--- src/verilog/forth_search_pkg.sv ---
//**************************************************************************
// shared constants for the dictionary search engine
// and the state encoding of the word finder
//**************************************************************************
package forth_search_pkg;

    localparam int DICT_ADDR_W = 12;                 // byte address width
    localparam int DICT_BYTES  = 1 << DICT_ADDR_W;   // 4K dictionary + tib space
    localparam int NUM_LANES   = 4;                  // parallel finders
    localparam int LANE_W      = 2;                  // lane index width

    localparam logic [DICT_ADDR_W-1:0] LINK_END = '1;  // lfa of 0xfff ends the list
    localparam logic [7:0] CHAR_SPACE = 8'h20;         // token delimiter

    // finder states; rd_data in each state belongs to the address of the one before
    typedef enum logic [2:0] {
        FD0,    // idle, waiting for start
        LF0,    // present lfa low, skip tib spaces
        LF1,    // present lfa high, take low byte
        LEN,    // present length byte, take high byte
        NFA,    // present first name byte, take length
        TIB,    // present tib byte, take name byte
        CMP,    // compare, present next name byte
        SPC     // step past a leading space
    } finder_state;

endpackage

--- src/verilog/lookup_dispatch.sv ---
//**************************************************************************
// round-robin request dispatcher, one start per accepted request
//**************************************************************************
module lookup_dispatch import forth_search_pkg::*; (
    input  logic                 clk,
    input  logic                 reset,
    input  logic                 req,         // request strobe
    input  logic [NUM_LANES-1:0] lane_busy,
    output logic [NUM_LANES-1:0] start,
    output logic                 full         // lane at the pointer not free
);

    logic [LANE_W-1:0] next_lane;
    logic              accept;

    assign full   = lane_busy[next_lane];
    assign accept = req & ~full;              // req during full is dropped

    always_comb begin
        start            = '0;
        start[next_lane] = accept;            // same cycle as req
    end

    always_ff @(posedge clk) begin
        if (reset) begin
            next_lane <= '0;
        end else if (accept) begin
            if (next_lane == LANE_W'(NUM_LANES - 1)) next_lane <= '0;
            else                                     next_lane <= next_lane + 1'b1;
        end
    end

endmodule

--- config.mk ---
export PLATFORM = sky130hd
export DESIGN_NAME = lookup_dispatch
export DESIGN_NICKNAME = d
export VERILOG_FILES = /design/src/verilog/forth_search_pkg.sv /design/src/verilog/lookup_dispatch.sv
export SDC_FILE = /design/constraint.sdc
export NUM_CORES = 1
export LEC_CHECK = 0
export BUFFER_PORTS_ARGS = -buffer_cell sky130_fd_sc_hd__clkbuf_2
export CORE_AREA = 8 8 45 47
export DETAILED_ROUTE_END_ITERATION = 10
export DIE_AREA = 0 0 53 55
export GPL_TIMING_DRIVEN = 0
export SYNTH_ARGS = -nofsm -noshare
export SYNTH_HDL_FRONTEND = slang
export SYNTH_SLANG_ARGS = --single-unit
--- constraint.sdc ---
create_clock -name clk -period 1.7 [get_ports clk]
set_input_delay 0.085 -clock clk [delete_from_list [all_inputs] [get_ports clk]]
set_output_delay 0.085 -clock clk [all_outputs]
set_load 0.1 [all_outputs]
==> results.toml, run 1 <==
[grt]
grt_max_degree = 8
gr-total-overflow = 0
grt_usage_pct = 3.76
grt_pass1_vias = 200
grt_pass1_wl_microns = 724
grt_antenna_before_repair = 0

[cells_and_area]
final_layout_size_suffix_gt1_share_pct = 64.1
layout.nets = 52
fin_util_pct = 28.6
reg_top3 = "next_lane (2)"
antennaDiodeCount = 0
largest_reg_flops = 2
syn_to_final_growth_pct = 69.9
top_register = "next_lane"
fillers = 152

[worst_setup_path]
cp_data_required_time_ns = 1.62
critPathLaunch = "next_lane[0]"
critPathSlowestCell = "dfxtp_2"
slowest_delay_ns = 0.40
worst_r2r_startpoint = "next_lane[0]"
cp_cell_sequence = "mux2_4, o2bb2ai_4, and2_2, clkbuf_8"
cp_data_arrival_time_ns = 1.54
cp-end-kind = "primary output"
path_max_fanout = 6
critical_path_class = "reg2out"
cp-start-kind = "register"

[logic_synthesis]
ys_types = 14
synthTopCellsByArea = "ha_1 22%, dfxtp_1 17%, and2_2 13%, mux2_4 13%, o2bb2ai_2 6.5%"
synth_area_sq_um = 233
synth_nets = 36
synth_top_area_cell = "ha_1"
syn_area_per_cell_sq_um = 9.31
synth_warnings = 0
ys_seq_area_share_pct = 17.2
syn-instance-count = 25
ys_ff_latch = 2
synth_top_area_share_pct = 21.5

[clocking]
clk_pin_slew_ns = 0.03
postCtsSetupBuffers = 0
hold_buffers = 0
cts_sinks = 2
cts_buffers = 3
clk_path_buf_depth = 2
clkLatencyLatePin_ns = 0.22
clock-root-buffer = "clkbuf_4"
cts_resized = 11
htreeDepth = 1
cts_tree = "done"

[floorplan]
die_w_microns = 53
core-area_sq_um = 1380
dieArea_sq_um = 2920
start_util_pct = 16.8
rows = 14
fp.dieH_microns = 55
ioPinCount = 12

[timing]
worst_slack_ns = 0.0719
skew_ns = 0.00145
min_period_ns = 1.63
setup_viol = 0
finalHoldViolCount = 0
tns_ns = 0
period_share_pct = 95.8
max-slew-margin-rel_pct = 64.1
worst_pin_slew_ns = 0.540
maxSlewViolCount = 0
max_clock_freq_ghz = 0.614
rsz0062_at_grt = "no"

[flow_run]
maxCapViolCount = 0

[drt]
vias = 217
drt-wirelength-per-cell_microns = 9.84
drc = 0
vias_per_cell = 3.95
drt_iter0_drc = 0
dr.pass1.iters = 1
wirelength_microns = 541
antenna_left = 0

[outcome]
status = "finished clean"

[power_and_ir_drop]
p_total_mw = 0.323
p_leak_nw = 0.185
power.density_nw_per_um2 = 817
ir_worst_vdd_mv = 0.155

[place]
dp_slack_ns = -0.0808
io_buffers = 11
gp_congestion = 0.636

[min_path]
holdCritStartpoint = "reset"
hold_path_class = "in2reg"
## stage by stage
step           hold slack, ns  cells  instance area, sq um
2_1_floorplan           0.275     25                   236
3_3_place_gp            0.417     52                   312
3_5_place_dp            0.421     52                   312
4_1_cts                 0.190     55                   387
5_1_grt                 0.221     55                   395
6_report                0.192     55                   395
## synth_stat cells (all sizes together)
cell type and count:
a211oi 1, a21oi 1, a31o 1, and2 5, dfxtp 2, ha 4, inv 3, mux2 2
mux2i 1, nand2b 1, nor2 2, nor3 1, o2bb2ai 1
## critical path: cells and delay by family (launching register included)
family | cells | cell delay, ns
compound gates | 1 | 0.17
buf+inv | 1 | 0.23
flops | 1 | 0.40
mux | 1 | 0.34
simple gates | 1 | 0.17
## worst paths after layout
path                                      to  slack (ns)  depth (start not counted)
worst min-delay path            next_lane[1]        0.19                          3
worst max-delay path                start[2]        0.07                          4
worst max register to register  next_lane[0]        0.35                          3
worst min register to register  next_lane[0]        0.75                          2
## power by group
group          internal (mW)  switching (mW)  leakage, nW
Combinational         0.0524           0.101        0.154
Sequential            0.0530          0.0106       0.0167
Clock                 0.0780          0.0275       0.0138
## layout make-up
| type | count | area [sq um] | area share, % |
|---|---|---|---|
| sequential | 2 | 41.3 | 10.4 |
| tap | 16 | 20.0 | 5.06 |
| multi-input combinational | 20 | 210 | 53.2 |
| clock buffer | 3 | 22.5 | 5.70 |
| inverter | 3 | 11.3 | 2.85 |
| timing repair buffer | 11 | 90.1 | 22.8 |
## cell usage in the layout (no fill, tap or decap), types with 2 or more instances in the layout
master	Yosys	routed
nor2_1	2	2
clkbuf_2	0	7
and2_2	4	4
clkbuf_8	0	4
mux2_4	2	2
ha_1	4	4
clkbuf_4	0	3
inv_1	3	3
## logic make-up after synthesis
family                   synth area share (%)
AND/OR/NAND/NOR                          23.7
AO/OA/AOI/OAI                            15.6
adder cells (fa/ha/maj)                  21.5
buffers and inverters                    4.84
multiplexers                             17.2
flip-flops                               17.2
## metal layers
metal | GRT usage (%) | part of all wire (%) | vias up
met2 | 6.84 | 61 | 5
met3 | 2.41 | 10 | 2
met5 | 0 | 0 | -
met4 | 5.17 | 0.74 | 0
li1 | - | - | 113
met1 | 1.97 | 28 | 97
Note: power is estimated with default switching activity, not from simulation.
==> run 2, diff against run 1 <==
- clock period: 1.7 -> 1.5 ns (I/O delays scaled with it)
==> results.toml, run 2 (synthesis gave the netlist of run 1 again) <==
[timing]
finalHoldViolCount = 0
worst_pin_slew_ns = 0.279
max_clock_freq_ghz = 0.656
rsz0062_at_grt = "yes"
max-slew-margin-rel_pct = 81.5
tns_ns = -0.0945
maxSlewViolCount = 0
worst_slack_ns = -0.0242
period_share_pct = 102
skew_ns = 0.000486
min_period_ns = 1.52
setup_viol = 4

[worst_setup_path]
cp-end-kind = "primary output"
cp_data_arrival_time_ns = 1.45
path_max_fanout = 6
cp-start-kind = "register"
cp_data_required_time_ns = 1.42
critical_path_class = "reg2out"

[drt]
drt-wirelength-per-cell_microns = 10.2
drt_iter0_drc = 1
antenna_left = 0
dr.pass1.iters = 4
drc = 0
vias = 240
wirelength_microns = 609
vias_per_cell = 4.00

[grt]
gr-total-overflow = 0
grt_usage_pct = 4.91
grt_max_degree = 8
grt_pass1_wl_microns = 959
grt_antenna_before_repair = 0
grt_pass1_vias = 240

[power_and_ir_drop]
p_total_mw = 0.411
p_leak_nw = 0.230
ir_worst_vdd_mv = 0.196
power.density_nw_per_um2 = 842

[clocking]
htreeDepth = 1
clk_pin_slew_ns = 0.03
hold_buffers = 0
clock-root-buffer = "clkbuf_4"
cts_sinks = 2
clk_path_buf_depth = 2
cts_buffers = 3
cts_tree = "done"
clkLatencyLatePin_ns = 0.22

[floorplan]
dieArea_sq_um = 2920
die_w_microns = 53
fp.dieH_microns = 55
core-area_sq_um = 1380
start_util_pct = 16.8
rows = 14
ioPinCount = 12

[place]
gp_congestion = 0.711
dpl.hpwl_microns = 449
io_buffers = 11

[outcome]
status = "finished, violations left"
failed_checks = "negative setup slack"

[cells_and_area]
largest_reg_flops = 2
top_register = "next_lane"
reg_top3 = "next_lane (2)"
syn_to_final_growth_pct = 110
fillers = 146
layout.nets = 57
final_cell_mix = "6 x clkbuf_2, 6 x buf_4, 4 x and2_4, 4 x ha_1, 4 x clkbuf_16"
antennaDiodeCount = 0
final_layout_size_suffix_gt1_share_pct = 68.2

[min_path]
hold_path_class = "in2reg"

[flow_run]
maxCapViolCount = 0
## run 2: cell types whose count changed in the layout (fill, tap and decap cells not counted)
cell       before  now
buf_4           0    6
and2_2          4    0
and2_4          0    4
clkbuf_16       0    4
clkbuf_8        4    0
clkbuf_2        7    6
dfxtp_2         1    0
dfxtp_4         0    1
## run 2: stage by stage
step	instances	setup WS, ns	utilization, %	hold WS [ns]	area [sq um]
after floorplan	25	-0.0609	-	0.265	241
after global placement	52	-0.278	22.9	0.407	317
after detailed placement	52	-0.295	22.9	0.416	317
after CTS	58	-0.0625	34.2	0.178	473
after global routing	60	-0.0875	35.3	0.191	488
final	60	-0.0242	35.3	0.180	488
## run 2: final timing paths
kind | start | endpoint | slack, ns | depth (start not counted)
hold / removal | reset | next_lane[1] | 0.18 | 3
setup / recovery | next_lane[0] | start[2] | -0.02 | 4
setup reg to reg | next_lane[0] | next_lane[0] | 0.01 | 5
hold reg to reg | next_lane[1] | next_lane[1] | 0.78 | 3
## run 2: timing repair
action / 4_1_cts / 5_1_grt
setup buffers: 3 / 2
endpoints found under the setup margin: 6 / 5
gates resized for setup: 18 / 1
pin swaps: 1 / 4
## run 2: routing by layer
metal  up-vias  share of wire [%]  global-route usage (%)
met5         -                  0                       0
met4         0                  0                    5.17
met3         0                 14                    4.55
met2         7                 53                    7.81
met1       111                 33                    3.18
li1        122                  -                       -
## run 2: report_power, final
part	total [mW]	internal [mW]	leakage, nW	switching, mW
registers	0.0703	0.0603	0.0170	0.0100
clock network	0.118	0.0881	0.0138	0.0294
logic	0.223	0.0972	0.199	0.126
total	0.411	0.246	0.230	0.165
## run 2: layout make-up
cell class	instances	area, sq um	area share [%]
timing repair buffer	16	175	35.9
sequential	2	43.8	8.97
tap	16	20.0	4.10
multi-input combinational	20	215	44.1
inverter	3	11.3	2.31
clock buffer	3	22.5	4.62
## run 2: worst max-delay path, cell delays in order (launching register included)
cell and delay [ns]:
dfxtp_4 0.37, mux2_4 0.32, o2bb2ai_4 0.17, and2_4 0.18
clkbuf_16 0.19
