$ cat config.mk
export PLATFORM = sky130hd
export DESIGN_NAME = result_collect
export DESIGN_NICKNAME = d
export VERILOG_FILES = /design/src/verilog/forth_search_pkg.sv /design/src/verilog/result_collect.sv
export SDC_FILE = /design/constraint.sdc
export NUM_CORES = 1
export LEC_CHECK = 0
export BUFFER_PORTS_ARGS = -buffer_cell sky130_fd_sc_hd__buf_2
export CAP_MARGIN = 20
export CORE_MARGIN = 2
export CORE_UTILIZATION = 38
export CTS_CLUSTER_DIAMETER = 30
export DETAILED_ROUTE_END_ITERATION = 6
export PLACE_DENSITY = 0.8
export SLEW_MARGIN = 20
export SYNTH_ARGS = -nofsm -noshare
export SYNTH_HDL_FRONTEND = slang
export SYNTH_SLANG_ARGS = --single-unit
$ cat constraint.sdc
create_clock -name clk -period 2.3 [get_ports clk]
set_clock_uncertainty 0.05 [all_clocks]
set_input_delay 0.115 -clock clk [delete_from_list [all_inputs] [get_ports clk]]
set_output_delay 0.115 -clock clk [all_outputs]
set_load 0.01 [all_outputs]
$ cat src/verilog/forth_search_pkg.sv
//**************************************************************************
// shared constants for the dictionary search engine
// and the state encoding of the word finder
//**************************************************************************
package forth_search_pkg;

    localparam int DICT_ADDR_W = 12;                 // byte address width
    localparam int DICT_BYTES  = 1 << DICT_ADDR_W;   // 4K dictionary + tib space
    localparam int NUM_LANES   = 4;                  // parallel finders
    localparam int LANE_W      = 2;                  // lane index width

    localparam logic [DICT_ADDR_W-1:0] LINK_END = '1;  // lfa of 0xfff ends the list
    localparam logic [7:0] CHAR_SPACE = 8'h20;         // token delimiter

    // finder states; rd_data in each state belongs to the address of the one before
    typedef enum logic [2:0] {
        FD0,    // idle, waiting for start
        LF0,    // present lfa low, skip tib spaces
        LF1,    // present lfa high, take low byte
        LEN,    // present length byte, take high byte
        NFA,    // present first name byte, take length
        TIB,    // present tib byte, take name byte
        CMP,    // compare, present next name byte
        SPC     // step past a leading space
    } finder_state;

endpackage

$ cat src/verilog/result_collect.sv
//**************************************************************************
// in-order result collector, drains lanes in round-robin order
//**************************************************************************
module result_collect import forth_search_pkg::*; (
    input  logic                                  clk,
    input  logic                                  reset,
    input  logic [NUM_LANES-1:0]                  lane_done,
    input  logic [NUM_LANES-1:0]                  lane_hit,
    input  logic [NUM_LANES-1:0][DICT_ADDR_W-1:0] lane_word,
    input  logic [NUM_LANES-1:0][DICT_ADDR_W-1:0] lane_next_tib,
    output logic [NUM_LANES-1:0]                  pop,
    output logic                                  res_valid,
    output logic                                  res_hit,
    output logic [DICT_ADDR_W-1:0]                res_word,
    output logic [DICT_ADDR_W-1:0]                res_next_tib
);

    logic [LANE_W-1:0] drain_ptr;    // follows the dispatch order
    logic              take;

    assign take = lane_done[drain_ptr];   // later lanes wait with done held

    always_comb begin
        pop            = '0;
        pop[drain_ptr] = take;            // lane drops done on this edge
    end

    always_ff @(posedge clk) begin
        if (reset) begin
            drain_ptr <= '0;
            res_valid <= 1'b0;
        end else begin
            res_valid <= take;
            if (take) begin
                if (drain_ptr == LANE_W'(NUM_LANES - 1)) drain_ptr <= '0;
                else                                     drain_ptr <= drain_ptr + 1'b1;
            end
        end
    end

    always_ff @(posedge clk) begin
        if (take) begin
            res_hit      <= lane_hit[drain_ptr];
            res_word     <= lane_word[drain_ptr];
            res_next_tib <= lane_next_tib[drain_ptr];
        end
    end

endmodule

==> flow_metrics.py, run 1 <==
metrics = {
    "global_routing": {
        "overflow": 0,
        "groute.usage.overall": 0.1857,
        "grt_pass1_wl_microns": 6969,
        "grt_pass1_vias": 1467,
        "antenna_found_initial": 0,
        "grt_max_degree": 31,
    },
    "cts": {
        "clkTransAtPathRegs_ps": 90,
        "postCtsHoldBufs": 1,
        "root_buffer": "clkbuf_8",
        "cts_setup_buffers": 0,
        "cts-resized-gates": 0,
        "h-tree-depth": 1,
        "numCtsBuffers": 3,
        "clk_latency_ps": 270,
        "clockBufferDepth": 2,
        "tritoncts": "yes",
        "cts.sinks": 28,
    },
    "critical_path": {
        "critPathSlowestCell": "mux4_2",
        "crit_path_start_kind": "register",
        "crit_chain": "buf_4 -> mux4_2",
        "crit_type": "register to register",
        "critPathMaxFanout": 19,
        "end_kind": "register",
        "crit_required_ps": 2260,
        "slowest_delay_ps": 560,
        "cp.arrival_ps": 1790,
    },
    "finish": {
        "register_area_sq_um": 812.0,
        "antenna_cells": 0,
        "area_growth_pct": 48.80,
        "mostFrequentLayoutCell": "buf_2",
        "fillers": 330,
        "final_nets": 331,
        "drive_above_1_share": 0.7500,
        "multi_input_comb_area_sq_um": 738.2,
        "mostFrequentLayoutCells": "135 x buf_2, 25 x edfxtp_1, 21 x mux4_2",
    },
    "drt": {
        "via_count": 1382,
        "drtIter0Drc": 111,
        "wire_per_inst_microns": 15.78,
        "drt_wl_total_microns": 4261,
        "viasPerCell": 5.119,
        "ant_nets": 0,
        "dr.pass1.iters": 4,
        "drc_errors": 0,
    },
    "timing": {
        "hold_viol": 0,
        "fin_crit_sh": 0.7937,
        "rsz0062_at_grt": "no",
        "setup_tns_ps": 0,
        "worstMarginPinSlew_ps": 355.2,
        "final.min_clock_period_ps": 1825,
        "fmax_mhz": 547.8,
        "setup_viol": 0,
        "slew_headroom": 0.7632,
        "slew_violations": 0,
        "setup_ws_ps": 474.5,
    },
    "status": {
        "run_status": "completed",
    },
    "pwr": {
        "power.density_nw_per_um2": 758.7,
        "ir_worst_vdd_uv": 328.1,
        "p_leak_nw": 1.093,
    },
    "worst_hold_path": {
        "min_path_type": "primary input to register",
    },
    "synth": {
        "synth.top_cell.area_share": 0.4640,
        "synthCells": 83,
        "yosysWarningCount": 0,
        "syn_avg_cell_area_sq_um": 19.49,
        "synth_area_sq_um": 1618,
        "synthTopCellsByArea": "edfxtp_1 46%, mux4_2 29%, mux4_1 6.5%, dfxtp_1 3.7%, ha_1 3.1%",
        "syn-num-nets": 193,
        "ys_types": 19,
        "yosysSeqAreaShare": 0.5012,
        "ys_ff_latch": 28,
        "synth_area_leader_cell": "edfxtp_1",
    },
    "floorplan": {
        "die_w_microns": 69.25,
        "fp.coreArea_sq_um": 4058,
        "rows": 23,
        "io_pins": 136,
        "initial_core_util": 0.3987,
        "fp.dieH_microns": 69.25,
        "die-area_sq_um": 4796,
    },
    "place": {
        "place_congestion": 0.8759,
        "io_buffer_count": 135,
        "place_ws_ps": 447.3,
    },
    "run": {
        "drv_cap": 0,
    },
}
## cell families after synthesis
family / share of synthesized area
mux: 0.3766
fa+ha+maj: 0.03094
flops: 0.5012
simple gates: 0.03248
buf+inv: 0.04253
compound gates: 0.01624
## flip-flops by register name, indices dropped and copies added (netlist names)
register,cells
res_next_tib,12
res_word,12
drain_ptr,2
res_hit,1
res_valid,1
## power by group
group / switching (mW) / internal [mW]
clock network: 0.150 / 0.233
logic: 0.309 / 0.355
registers: 0.0503 / 0.729
total: 0.510 / 1.32
## worst max-delay path: cells and delay by family, from the launching register on
| family | cells | cell delay (ps) |
|---|---|---|
| DFF | 1 | 550 |
| muxes | 1 | 560 |
| buffers and inverters | 1 | 410 |
## cell type report
class                      instances  share of cell area
inverter                           4            0.006237
clock inverter                     1             0.01247
sequential                        28              0.3373
clock buffer                       3             0.01715
timing repair buffer             139              0.2942
multi-input combinational         45              0.3067
tap                               50             0.02599
## through the flow
stage	cells	power [mW]	hold slack (ps)	cell area [sq um]	utilization
floorplan	83	1.215	137.1	1618	-
global placement	265	1.444	277.8	2326	0.5732
detailed placement	265	1.467	279.5	2326	0.5732
CTS	270	1.852	55.38	2407	0.5933
global route	270	1.933	66.70	2407	0.5933
finish	270	1.826	60.29	2407	0.5933
## synthesized netlist by cell type
master	n
edfxtp_1	25
mux4_2	21
ha_1	4
inv_1	4
mux4_1	4
nor2b_1	4
buf_2	3
dfxtp_1	3
nor2_1	3
mux2i_1	2
nand2b_1	2
a221oi_1	1
a311oi_1	1
buf_12	1
buf_4	1
buf_6	1
mux2_2	1
nand2_1	1
o32ai_1	1
## metal layers
metal	part of all wire	up-vias	wire, microns	global-route usage
li1	-	632	-	-
met1	0.37	653	1594	0.2254
met2	0.52	91	2219	0.3237
met3	0.088	6	373	0.04360
met4	0.017	0	74	0.06536
met5	0	-	0	0
## path summary, 6_finish.rpt
kind	to	cells past startpoint	slack, ps	from
hold / removal	drain_ptr[0]	3	60	lane_done[2]
setup reg to reg	res_word[8]	2	470	drain_ptr[0]
hold reg to reg	drain_ptr[0]	2	600	drain_ptr[0]
setup / recovery	res_word[8]	2	470	drain_ptr[0]
No activity file was read; power rests on OpenSTA's default activity.
==> run 2, diff against run 1 <==
--- a/config.mk
+++ b/config.mk
@@ -5,10 +5,11 @@
 export SDC_FILE = /design/constraint.sdc
 export NUM_CORES = 1
 export LEC_CHECK = 0
+export ABC_AREA = 1
 export BUFFER_PORTS_ARGS = -buffer_cell sky130_fd_sc_hd__buf_2
 export CAP_MARGIN = 20
 export CORE_MARGIN = 2
-export CORE_UTILIZATION = 38
+export CORE_UTILIZATION = 39
 export CTS_CLUSTER_DIAMETER = 30
 export DETAILED_ROUTE_END_ITERATION = 6
 export PLACE_DENSITY = 0.8
==> constraint.sdc (replaced) <==
create_clock -name clk -period 1.8 [get_ports clk]
set_clock_uncertainty 0.05 [all_clocks]
set_input_delay 0.09 -clock clk [delete_from_list [all_inputs] [get_ports clk]]
set_output_delay 0.09 -clock clk [all_outputs]
set_load 0.01 [all_outputs]
==> run 2 against run 1 <==
Effect of this change: final area grew 3.2%; combinational power rose to 3.1 times the previous value; die area is 1.6% higher; critical path depth is 4 higher; routed wire length increased by 21%; non-clock buffer count rose by 4; clock-buffer cell count is 1 higher; critical endpoint is now pop[3].
==> flow_metrics.py, run 2 <==
metrics = {
    "synth": {
        "synth_area_sq_um": 1688,
        "synth_area_leader_cell": "edfxtp_1",
        "synth_xor_area_frac": 0,
        "synthTopCellsByArea": "edfxtp_1 44%, o21ai_0 14%, nor2_1 12%, o22ai_1 9.3%, dfxtp_1 3.6%",
        "ys.flop_type": "edfxtp_1",
        "synthCells": 205,
        "synth.area.mux_share": 0,
        "ys_async_sr_fraction": 0,
        "syn_avg_cell_area_sq_um": 8.234,
        "yosysSeqAreaShare": 0.4804,
        "yosysWarningCount": 0,
        "synth.most_common_cell": "nor2_1",
        "synth_top_family_by_area": "compound AO/OA/AOI/OAI gates",
        "syn-num-nets": 315,
        "synth_commonest_cells": "56 x nor2_1, 46 x o21ai_0, 25 x edfxtp_1, 25 x o22ai_1, 10 x buf_2",
        "synth_compound_area_frac": 0.2409,
        "ys_types": 18,
        "ys_ff_latch": 28,
        "yosys.area_share.simple": 0.1712,
        "synth_edf_count": 25,
        "synth.top_cell.area_share": 0.4448,
        "synthAdderAreaFrac": 0.02965,
    },
    "critical_path": {
        "crit_path_start_kind": "register",
        "crit_required_ps": 1660,
        "crit_type": "register to output pin",
        "critPathSlowestCell": "dfxtp_2",
        "slowest_delay_ps": 390,
        "crit_chain": "inv_4 -> nand3_2 -> nand2_8 -> inv_4 -> nor2_1 -> buf_2",
        "cp.arrival_ps": 1490,
        "critPathMaxFanout": 14,
        "cp_common_cell": "inv_4",
        "end_kind": "output pin",
    },
    "finish": {
        "finish.instance_area_sq_um": 2485,
        "mostFrequentLayoutCells": "135 x buf_2, 56 x nor2_1, 46 x o21ai_0",
        "finalNonFillerCells": 388,
        "final_nets": 449,
        "fillers": 391,
        "area_growth_pct": 47.22,
        "mostFrequentLayoutCell": "buf_2",
        "fin_util": 0.6081,
        "drive_above_1_share": 0.4645,
        "top_regs": "res_next_tib (12), res_word (12), drain_ptr (2)",
        "antenna_cells": 0,
    },
    "global_routing": {
        "antenna_found_initial": 0,
        "grt_max_degree": 30,
        "grt_pass1_vias": 1832,
        "grt_pass1_wl_microns": 8155,
        "overflow": 0,
        "groute.usage.overall": 0.2016,
    },
    "floorplan": {
        "die-area_sq_um": 4870,
        "io_pins": 136,
        "rows": 23,
        "initial_core_util": 0.4130,
        "fp.dieH_microns": 69.79,
        "fp.coreArea_sq_um": 4086,
        "die_w_microns": 69.79,
    },
    "cts": {
        "clk_latency_ps": 260,
        "cts_setup_buffers": 0,
        "clkTransAtPathRegs_ps": 100,
        "tritoncts": "yes",
        "numCtsBuffers": 3,
        "cts.sinks": 28,
        "h-tree-depth": 1,
        "root_buffer": "clkbuf_8",
        "clockBufferDepth": 2,
    },
    "timing": {
        "worstMarginPinSlew_ps": 266.9,
        "slew_headroom": 0.8220,
        "fin_crit_sh": 0.9030,
        "rsz0062_at_grt": "no",
        "hold_viol": 0,
        "setup_ws_ps": 174.6,
        "slew_violations": 0,
        "setup_viol": 0,
        "final.min_clock_period_ps": 1625,
        "hold_slack_ps": 99.73,
        "setup_tns_ps": 0,
        "fmax_mhz": 615.2,
    },
    "drt": {
        "dr.pass1.iters": 4,
        "via_count": 1954,
        "drtIter0Drc": 163,
        "ant_nets": 0,
        "wire_per_inst_microns": 13.23,
        "viasPerCell": 5.036,
        "drt_wl_total_microns": 5135,
        "drc_errors": 0,
    },
    "place": {
        "place_congestion": 0.7926,
        "io_buffer_count": 135,
        "dp_hpwl_microns": 3831,
        "placedInstanceArea_sq_um": 2399,
        "dp.cells": 382,
        "place_ws_ps": 248.7,
    },
    "pwr": {
        "ir_worst_vdd_uv": 895.4,
        "power.density_nw_per_um2": 1515,
        "power_mw": 3.764,
        "p_leak_nw": 1.205,
    },
    "run": {
        "drv_cap": 0,
    },
    "status": {
        "run_status": "completed",
    },
    "worst_hold_path": {
        "min_path_type": "primary input to register",
    },
}
[run 2: cell count changes in the layout (fill, tap and decap cells not counted), moves of 4 or more]
cell     before  now
mux4_1        4    0
nor2b_1       4    0
nand2_1       1    9
o21ai_0       0   46
o21ai_1       0    4
mux4_2       21    0
inv_1         4    9
o22ai_1       0   25
buf_4         3    7
nor2_1        3   56
[run 2: worst paths after layout]
| path | startpoint | end | slack (ps) | depth (start not counted) |
|---|---|---|---|---|
| min | lane_hit[0] | res_hit | 100 | 3 |
| max reg2reg | drain_ptr[1] | drain_ptr[1] | 440 | 5 |
| max | drain_ptr[1] | pop[3] | 170 | 6 |
| min reg2reg | drain_ptr[1] | res_hit | 650 | 2 |
[run 2: worst max-delay path: cells and delay by family, from the launching register on]
kind | cells | cell delay, ps
simple gates | 3 | 490
buf+inv | 3 | 330
flops | 1 | 390
[run 2: where the power goes]
part | switching, mW | internal (mW)
logic | 1.29 | 0.769
clock network | 0.189 | 0.158
registers | 0.130 | 1.22
total | 1.61 | 2.15
[run 2: final cells by class]
type / count / area (sq um) / area share
clock buffer: 4 / 45.04 / 0.01813
timing repair buffer: 143 / 738.2 / 0.2971
inverter: 12 / 52.55 / 0.02115
multi-input combinational: 151 / 770.7 / 0.3102
tap: 50 / 62.56 / 0.02518
sequential: 28 / 815.8 / 0.3283
[run 2: logic make-up (layout without fill, tap and decap cells)]
family,count (synthesis),in the layout
AOI/OAI and AO/OA,75,75
buffers and inverters,27,159
adders and majority gates,4,4
and+or+nand+nor,71,72
DFF,28,28
[run 2: per-layer routing]
metal	up-vias	global-route usage	share of wire
met5	-	0	0
met4	0	0.05983	0.014
met3	8	0.03198	0.077
met2	90	0.3704	0.52
met1	871	0.2401	0.39
li1	985	-	-
[run 2: repair_timing]
action | 4_1_cts | 5_1_grt
endpoints found under the hold margin | 1 | 0
setup endpoints to repair | 4 | 4
pin swaps | 0 | 1
gates resized for setup | 1 | 4
gates cloned | 0 | 1
hold buffers | 1 | 0
